**src/common/dcache_config.svh**
```systemverilog
// cache geometry and bus width macros

`ifndef DCACHE_CONFIG_SVH
`define DCACHE_CONFIG_SVH

// associativity, fixed by the 3-bit replacement tree
`define DCACHE_NUM_WAY 4

// sets per way
`define DCACHE_NUM_IDX 16

// word address width on both buses
`define DCACHE_ADDR_W 16

// one 64-bit word per line
`define DCACHE_DATA_W 64

`endif
```
**src/common/wb_pkg.sv**
```systemverilog
// Wishbone bus address and data word types

`include "dcache_config.svh"

package wb_pkg;

  // word address, no byte lanes
  typedef logic [`DCACHE_ADDR_W-1:0] wb_adr_t;

  // full data word
  typedef logic [`DCACHE_DATA_W-1:0] wb_dat_t;

endpackage

```
**src/common/dcache_pkg.sv**
```systemverilog
// cache storage types for the address split, the line record and the way vector

`include "dcache_config.svh"

package dcache_pkg;

  localparam int IDX_W = $clog2(`DCACHE_NUM_IDX);
  localparam int TAG_W = `DCACHE_ADDR_W - IDX_W;

  // word address split into tag and set
  typedef struct packed {
    logic [TAG_W-1:0] tag;
    logic [IDX_W-1:0] set_index;
  } addr_t;

  // one stored line
  typedef struct packed {
    logic                      valid;
    logic                      dirty;
    logic [TAG_W-1:0]          tag;
    logic [`DCACHE_DATA_W-1:0] data;
  } line_t;

  // one bit per way
  typedef logic [`DCACHE_NUM_WAY-1:0] way_sel_t;

endpackage

```
**src/common/cache_port_if.sv**
```systemverilog
// interface between cache controller and tag/data array, with ctrl and array modports

`timescale 1ns/100ps

interface cache_port_if;

  dcache_pkg::addr_t addr;
  logic              wr_en;
  logic              wr_fill;
  wb_pkg::wb_dat_t   wr_data;
  logic              wr_dirty;
  logic              hit;
  wb_pkg::wb_dat_t   hit_data;
  dcache_pkg::line_t victim;

  modport ctrl (
    output addr, wr_en, wr_fill, wr_data, wr_dirty,
    input  hit, hit_data, victim
  );

  modport array (
    input  addr, wr_en, wr_fill, wr_data, wr_dirty,
    output hit, hit_data, victim
  );

endinterface

```
**src/hdl/dcache_top.sv**
```systemverilog
// data cache top level with Wishbone processor and memory ports

`timescale 1ns/100ps

module dcache_top (
  input  logic            clock,
  input  logic            reset,
  input  logic            cpu_cyc,
  input  logic            cpu_stb,
  input  logic            cpu_we,
  input  wb_pkg::wb_adr_t cpu_adr,
  input  wb_pkg::wb_dat_t cpu_dat_w,
  output wb_pkg::wb_dat_t cpu_dat_r,
  output logic            cpu_ack,
  output logic            mem_cyc,
  output logic            mem_stb,
  output logic            mem_we,
  output wb_pkg::wb_adr_t mem_adr,
  output wb_pkg::wb_dat_t mem_dat_w,
  input  wb_pkg::wb_dat_t mem_dat_r,
  input  logic            mem_ack
);

  cache_port_if port_if ();

  dcache_ctrl ctrl_i (
    .clock     (clock),
    .reset     (reset),
    .cpu_cyc   (cpu_cyc),
    .cpu_stb   (cpu_stb),
    .cpu_we    (cpu_we),
    .cpu_adr   (cpu_adr),
    .cpu_dat_w (cpu_dat_w),
    .cpu_dat_r (cpu_dat_r),
    .cpu_ack   (cpu_ack),
    .mem_cyc   (mem_cyc),
    .mem_stb   (mem_stb),
    .mem_we    (mem_we),
    .mem_adr   (mem_adr),
    .mem_dat_w (mem_dat_w),
    .mem_dat_r (mem_dat_r),
    .mem_ack   (mem_ack),
    .port      (port_if.ctrl)
  );

  dcache_array array_i (
    .clock (clock),
    .reset (reset),
    .port  (port_if.array)
  );

endmodule

```
**src/hdl/dcache_ctrl.sv**
```systemverilog
// cache controller FSM for hits, misses, writebacks and fills over Wishbone

`timescale 1ns/100ps

module dcache_ctrl (
  input  logic            clock,
  input  logic            reset,
  input  logic            cpu_cyc,
  input  logic            cpu_stb,
  input  logic            cpu_we,
  input  wb_pkg::wb_adr_t cpu_adr,
  input  wb_pkg::wb_dat_t cpu_dat_w,
  output wb_pkg::wb_dat_t cpu_dat_r,
  output logic            cpu_ack,
  output logic            mem_cyc,
  output logic            mem_stb,
  output logic            mem_we,
  output wb_pkg::wb_adr_t mem_adr,
  output wb_pkg::wb_dat_t mem_dat_w,
  input  wb_pkg::wb_dat_t mem_dat_r,
  input  logic            mem_ack,
  cache_port_if.ctrl      port
);

  typedef enum logic [2:0] {IDLE, LOOKUP, WRITEBACK, FETCH, RESPOND} state_t;

  state_t            state;
  logic              req_we;
  dcache_pkg::addr_t req_adr;
  wb_pkg::wb_dat_t   req_dat;
  logic              victim_dirty;

  assign victim_dirty = port.victim.valid && port.victim.dirty;

  // array side follows the state combinationally
  always_comb begin
    port.addr     = req_adr;
    port.wr_en    = 1'b0;
    port.wr_fill  = 1'b0;
    port.wr_data  = req_dat;
    port.wr_dirty = 1'b1;
    case (state)
      LOOKUP: begin
        // write hit, or write miss onto a clean victim
        port.wr_en   = req_we && (port.hit || !victim_dirty);
        port.wr_fill = !port.hit;
      end
      WRITEBACK: begin
        port.wr_en   = mem_ack && req_we;
        port.wr_fill = 1'b1;
      end
      FETCH: begin
        port.wr_en    = mem_cyc && mem_ack;
        port.wr_fill  = 1'b1;
        port.wr_data  = mem_dat_r;
        port.wr_dirty = 1'b0;
      end
      default: begin
      end
    endcase
  end

  always_ff @(posedge clock) begin
    if (reset) begin
      state   <= IDLE;
      cpu_ack <= 1'b0;
      mem_cyc <= 1'b0;
      mem_stb <= 1'b0;
      mem_we  <= 1'b0;
    end else begin
      cpu_ack <= 1'b0;
      case (state)
        IDLE: begin
          if (cpu_cyc && cpu_stb) begin
            state <= LOOKUP;
          end
        end
        LOOKUP: begin
          if (port.hit || (req_we && !victim_dirty)) begin
            cpu_ack <= 1'b1;
            state   <= RESPOND;
          end else if (victim_dirty) begin
            mem_cyc <= 1'b1;
            mem_stb <= 1'b1;
            mem_we  <= 1'b1;
            state   <= WRITEBACK;
          end else begin
            state <= FETCH;
          end
        end
        WRITEBACK: begin
          if (mem_ack) begin
            mem_cyc <= 1'b0;
            mem_stb <= 1'b0;
            mem_we  <= 1'b0;
            cpu_ack <= req_we;
            state   <= req_we ? RESPOND : FETCH;
          end
        end
        FETCH: begin
          // bus is idle for a cycle before the read starts
          if (!mem_cyc) begin
            mem_cyc <= 1'b1;
            mem_stb <= 1'b1;
          end else if (mem_ack) begin
            mem_cyc <= 1'b0;
            mem_stb <= 1'b0;
            cpu_ack <= 1'b1;
            state   <= RESPOND;
          end
        end
        default: begin
          state <= IDLE;
        end
      endcase
    end
  end

  // request, response and bus payload
  always_ff @(posedge clock) begin
    case (state)
      IDLE: begin
        req_we  <= cpu_we;
        req_adr <= cpu_adr;
        req_dat <= cpu_dat_w;
      end
      LOOKUP: begin
        cpu_dat_r <= port.hit_data;
        mem_adr   <= victim_dirty ? {port.victim.tag, req_adr.set_index} : req_adr;
        mem_dat_w <= port.victim.data;
      end
      WRITEBACK: begin
        // fetch address goes out once the writeback is acknowledged
        if (mem_ack) begin
          mem_adr <= req_adr;
        end
      end
      FETCH: begin
        cpu_dat_r <= mem_dat_r;
      end
      default: begin
      end
    endcase
  end

  a_stb_in_cyc: assert property (@(posedge clock) disable iff (reset) mem_stb |-> mem_cyc);

endmodule

```
**src/dcache/dcache_array.sv**
```systemverilog
// four-way tag/data array with hit merge, write-way select and victim mux

`timescale 1ns/100ps

`include "dcache_config.svh"

module dcache_array (
  input logic         clock,
  input logic         reset,
  cache_port_if.array port
);

  dcache_pkg::way_sel_t way_hit;
  dcache_pkg::way_sel_t victim_way;
  dcache_pkg::way_sel_t wr_sel;
  dcache_pkg::line_t    way_line [`DCACHE_NUM_WAY];
  logic [1:0]           victim_num;
  wb_pkg::wb_dat_t      hit_data;
  logic                 fill;

  assign fill = port.wr_en & port.wr_fill;

  dcache_victim_sel victim_sel_i (
    .clock      (clock),
    .reset      (reset),
    .set_index  (port.addr.set_index),
    .advance    (fill),
    .victim_way (victim_way),
    .victim_num (victim_num)
  );

  // fills go to the victim, plain writes to the hit way
  always_comb begin
    wr_sel = '0;
    if (port.wr_en) begin
      wr_sel = port.wr_fill ? victim_way : way_hit;
    end
  end

  for (genvar w = 0; w < `DCACHE_NUM_WAY; w++) begin : g_way
    dcache_way way_i (
      .clock    (clock),
      .reset    (reset),
      .addr     (port.addr),
      .wr_en    (wr_sel[w]),
      .wr_data  (port.wr_data),
      .wr_dirty (port.wr_dirty),
      .hit      (way_hit[w]),
      .line     (way_line[w])
    );
  end

  always_comb begin
    hit_data = '0;
    for (int w = 0; w < `DCACHE_NUM_WAY; w++) begin
      if (way_hit[w]) begin
        hit_data = way_line[w].data;
      end
    end
  end

  assign port.hit      = |way_hit;
  assign port.hit_data = hit_data;
  assign port.victim   = way_line[victim_num];

  // fills only happen on misses, so a tag never lives in two ways
  a_single_hit: assert property (@(posedge clock) disable iff (reset) $onehot0(way_hit));

  a_write_on_hit: assert property (@(posedge clock) disable iff (reset)
    port.wr_en && !port.wr_fill |-> port.hit);

endmodule

```
**src/dcache/dcache_victim_sel.sv**
```systemverilog
// per-set fill-order tree and victim way encoder

`timescale 1ns/100ps

`include "dcache_config.svh"

module dcache_victim_sel (
  input  logic                         clock,
  input  logic                         reset,
  input  logic [dcache_pkg::IDX_W-1:0] set_index,
  input  logic                         advance,
  output dcache_pkg::way_sel_t         victim_way,
  output logic [1:0]                   victim_num
);

  // a picks the half, b ways 0/1, c ways 2/3
  logic [`DCACHE_NUM_IDX-1:0] tree_a;
  logic [`DCACHE_NUM_IDX-1:0] tree_b;
  logic [`DCACHE_NUM_IDX-1:0] tree_c;
  logic                       a;
  logic                       b;
  logic                       c;

  assign a = tree_a[set_index];
  assign b = tree_b[set_index];
  assign c = tree_c[set_index];

  assign victim_way = {a & c, a & ~c, ~a & b, ~a & ~b};

  // only fills move the tree, giving victim order 0, 2, 1, 3
  always_ff @(posedge clock) begin
    if (reset) begin
      tree_a <= '0;
      tree_b <= '0;
      tree_c <= '0;
    end else if (advance) begin
      tree_a[set_index] <= ~a;
      if (!a) begin
        tree_b[set_index] <= ~b;
      end else begin
        tree_c[set_index] <= ~c;
      end
    end
  end

  // or-style encoder of the one-hot victim
  always_comb begin
    victim_num = '0;
    for (int j = 1; j < `DCACHE_NUM_WAY; j++) begin
      if (victim_way[j]) begin
        victim_num = victim_num | 2'(j);
      end
    end
  end

  a_victim_onehot: assert property (@(posedge clock) disable iff (reset) $onehot(victim_way));

endmodule

```
**src/dcache/dcache_way.sv**
```systemverilog
// one cache way with per-set line storage, tag compare and line write

`timescale 1ns/100ps

`include "dcache_config.svh"

module dcache_way (
  input  logic              clock,
  input  logic              reset,
  input  dcache_pkg::addr_t addr,
  input  logic              wr_en,
  input  wb_pkg::wb_dat_t   wr_data,
  input  logic              wr_dirty,
  output logic              hit,
  output dcache_pkg::line_t line
);

  logic [`DCACHE_NUM_IDX-1:0] valid_q;
  logic [`DCACHE_NUM_IDX-1:0] dirty_q;
  logic [dcache_pkg::TAG_W-1:0] tag_q [`DCACHE_NUM_IDX];
  wb_pkg::wb_dat_t              data_q [`DCACHE_NUM_IDX];
  logic [dcache_pkg::IDX_W-1:0] idx;

  assign idx = addr.set_index;

  // status bits per set
  always_ff @(posedge clock) begin
    if (reset) begin
      valid_q <= '0;
      dirty_q <= '0;
    end else if (wr_en) begin
      valid_q[idx] <= 1'b1;
      dirty_q[idx] <= wr_dirty;
    end
  end

  // tag and data storage
  always_ff @(posedge clock) begin
    if (wr_en) begin
      tag_q[idx]  <= addr.tag;
      data_q[idx] <= wr_data;
    end
  end

  // indexed line doubles as the victim candidate
  assign line = '{valid: valid_q[idx], dirty: dirty_q[idx], tag: tag_q[idx], data: data_q[idx]};

  assign hit = line.valid && (line.tag == addr.tag);

endmodule

```
**config.mk**
```make
export PLATFORM = sky130hd
export DESIGN_NAME = dcache_top
export DESIGN_NICKNAME = d
export VERILOG_FILES = /design/src/common/wb_pkg.sv /design/src/common/dcache_pkg.sv /design/src/common/cache_port_if.sv /design/src/hdl/dcache_top.sv /design/src/hdl/dcache_ctrl.sv /design/src/dcache/dcache_array.sv /design/src/dcache/dcache_victim_sel.sv /design/src/dcache/dcache_way.sv
export VERILOG_INCLUDE_DIRS = /design/src /design/src/common
export SDC_FILE = /design/constraint.sdc
export NUM_CORES = 2
export LEC_CHECK = 0
export CELL_PAD_IN_SITES_DETAIL_PLACEMENT = 1
export CELL_PAD_IN_SITES_GLOBAL_PLACEMENT = 1
export CORE_ASPECT_RATIO = 1.75
export CORE_MARGIN = 10
export CORE_UTILIZATION = 29
export CTS_CLUSTER_DIAMETER = 50
export DETAILED_ROUTE_END_ITERATION = 16
export DONT_BUFFER_PORTS = 1
export PLACE_DENSITY = 0.49
export RECOVER_POWER = 25
export SETUP_SLACK_MARGIN = 0.15
export SYNTH_ARGS = -nofsm -noshare
export SYNTH_HDL_FRONTEND = slang
export SYNTH_MEMORY_MAX_BITS = 65536
export SYNTH_SLANG_ARGS = --single-unit
```
**constraint.sdc**
```tcl
create_clock -name clock -period 12.62 [get_ports clock]
set_clock_uncertainty 0.05 [all_clocks]
set_input_delay 0 -clock clock [delete_from_list [all_inputs] [get_ports clock]]
set_output_delay 0 -clock clock [all_outputs]
set_load 0.1 [all_outputs]
```
==> metrics.yaml <==
outcome: "finished, violations left"
violations: "max-capacitance violations, max-slew violations"
area_delta_synth_final_pct: 16.2
gp_congestion: 0.837
synth.most_common_cell: "edfxtp_1"
grt_util_all_layers_pct: 19.7
yosysWarnings: 0
worst-setup-path-type: "flip-flop to flip-flop"
drive_above_1_share_pct: 26.1
startpoint_type: "flip-flop"
path_clk_slew_ns: 0.06
synth_top_area_share_pct: 74.1
setup_violations: 0
nets: 10200
fillers: 69100
min_path_cells: 4
critPathRequiredTime_ns: 13.19
gr-usage-met1_pct: 23.5
synth_ff_type: "edfxtp_1"
synth_edf_count: 5089
via_count: 104000
syn_area_per_cell_um2: 21.8
post_cts_buffers: 0
antenna_found_initial: 74
ir_drop_v: 0.000164
hpwl_um: 464000
rsz0062_at_grt: "false"
core_um2: 709000
layout_min_cycle_time_ns: 10.45
htreeDepth: 6
p_per_area_nw_per_um2: 219
drt_iter0_drc: 11100
netlist_instances: 9447
rows: 409
overflow: 0
cts_tree: "yes"
grt_pass1_wl_um: 1010000
top_usage_layer: "met2"
chipHeight_um: 1140
crit_path_end_kind: "flip-flop"
synthDistinctLibCells: 75
fmax_mhz: 95.7
crit_fanout: 58
ys_ff_latch: 5276
use_met2_pct: 35.6
ant_nets: 0
cts_max_path_buffers: 5
syn_nets: 9597
worstHoldStart: "mem_dat_r[24]"
timing.final.crit_share_pct: 82.8
dieArea_um2: 746000
drv_slew: 2645
synth_area_um2: 206000
drt_wl_total_um: 754000
regToRegStartpoint: "ctrl_i.port.addr[6]$_DFFE_PN_"
grt_pass1_vias: 111000
netlist_top_cells_count: "5,089 x edfxtp_1, 1,456 x mux4_2, 371 x mux2i_1"
startpoint: "ctrl_i.port.addr[6]$_DFFE_PN_"
r2r_cells: 11
p_leak_nw: 73.9
worstPathArrival_ns: 11.02
drc: 0
worstSkewPairLatency_ns: 1.05
hold_viol_final: 0
first_pass_iters: 5
relSlewSlack_pct: -183
grt_max_degree: 203
worst_pin_slew_ns: 4.25
die_w_um: 657
pin_count: 298
start_util_pct: 29.1
synth_top_area_cell: "edfxtp_1"
via_per_inst: 5.21
synthArstFlopShare_pct: 0
io_buffers: 0
grtUsageMet3_pct: 3.13
cts_root_buffer: "clkbuf_16"
whs_ns: 0.00454
clkSinkCount: 5276
worstHoldPathType: "primary input to flip-flop"
fin_util_pct: 33.8
tns_ns: 0
maxCapViolations: 55
yosysSeqAreaShare_pct: 76.0
synth_area_leaders: "edfxtp_1 74%, mux4_2 16%, dfxtp_1 1.8%"
cts_buffers: 557
wire_per_inst_um: 37.8
-- state kept, by name, summed over array words and instances, names as in the netlist, named ones only --
register	cells
array_i.g_way.way_i.valid_q	64
ctrl_i.req_dat	64
ctrl_i.mem_stb	1
ctrl_i.mem_adr	16
ctrl_i.req_we	1
array_i.g_way.way_i.tag_q	768
array_i.victim_sel_i.tree_c	16
ctrl_i.state	3
ctrl_i.port.addr	16
ctrl_i.mem_cyc	1
ctrl_i.mem_dat_w	64
array_i.victim_sel_i.tree_a	16
ctrl_i.mem_we	1
ctrl_i.cpu_dat_r	64
array_i.victim_sel_i.tree_b	16
array_i.g_way.way_i.dirty_q	64
array_i.g_way.way_i.data_q	4096
ctrl_i.cpu_ack	1
-- cell type report --
class	count	area, µm²	area share, %
tap	9453	11800	4.94
clock inverter	284	2650	1.11
inverter	79	448	0.187
multi-input combinational	3526	47200	19.7
clock buffer	679	14800	6.19
sequential	5276	157000	65.4
timing repair buffer	634	5790	2.42
antenna	28	70.1	0.0293
-- where the power goes --
group	internal [W]	switching (W)	total [W]	leakage, nW
registers	0.0212	0.000949	0.0222	47.4
logic	0.00450	0.00950	0.0140	18.0
clock network	0.00923	0.00706	0.0163	8.54
total	0.0350	0.0175	0.0525	73.9
-- cell families (layout without fill, tap and decap cells) --
| logic type | after synthesis | count (layout) | synth area share [%] |
|---|---|---|---|
| other | 0 | 28 | 0 |
| and+or+nand+nor | 909 | 909 | 2.10 |
| AOI/OAI and AO/OA | 670 | 670 | 2.27 |
| DFF | 5276 | 5276 | 76.0 |
| buffers and inverters | 645 | 1676 | 1.37 |
| xor gates and xnor gates | 55 | 55 | 0.234 |
| muxes | 1892 | 1892 | 18.1 |
-- cell usage in the layout (no fill, tap or decap), drive strengths merged, types with 67 or more instances in the layout --
cell type and count:
edfxtp 5089, mux4 1456, clkbuf 731, mux2i 371
nand2 369, buf 299, dlygate4sd3 283, clkinv 198
dfxtp 187, o21ai 144, nor2 137, inv 109
nand2b 99, a21oi 92, nand3 85, and2 84
a211oi 77, nor2b 72, a22o 67
-- worst paths after layout --
kind	end	slack [ns]
hold / removal	ctrl_i.cpu_dat_r[24]$_DFFE_PP_	0.005
setup reg to reg	array_i.g_way[1].way_i.data_q[1][54]$_DFFE_PP_	2.17
hold reg to reg	array_i.g_way[3].way_i.tag_q[8][11]$_DFFE_PP_	0.40
setup / recovery	array_i.g_way[1].way_i.data_q[1][54]$_DFFE_PP_	2.17
-- metrics by stage --
step / setup slack [ns] / power (W) / instances / instance area, µm²
4_1_cts: 3.45 / 0.0531 / 19900 / 240000
3_3_place_gp: 3.74 / 0.0365 / 18700 / 219000
5_1_grt: 1.58 / 0.0540 / 19900 / 239000
3_5_place_dp: 3.49 / 0.0367 / 18700 / 219000
6_report: 2.17 / 0.0525 / 20000 / 239000
2_1_floorplan: 3.07 / 0.0300 / 9447 / 206000
-- metal layers --
layer  vias up  wire length, µm
met4        18            31800
met3      1071            39800
met5         -              106
met2      3698           396000
li1      40900                -
met1     58300           286000
-- critical path: stages (launching register included) --
cell      delay [ns]
edfxtp_1        0.33
clkbuf_1        1.41
clkbuf_1        2.20
xnor2_1         0.56
o41ai_1         0.79
nand4b_4        0.82
o21ai_4         0.44
o31a_2          0.78
buf_4           0.66
o211ai_2        0.31
inv_6           0.57
buf_4           0.71
-- repair_timing --
action,in CTS,in global routing
setup endpoints to repair,0,0
hold buffers,284,0
hold endpoints to repair,3886,0
gates resized for setup,0,0
Note: power is estimated with default switching activity, not from simulation.
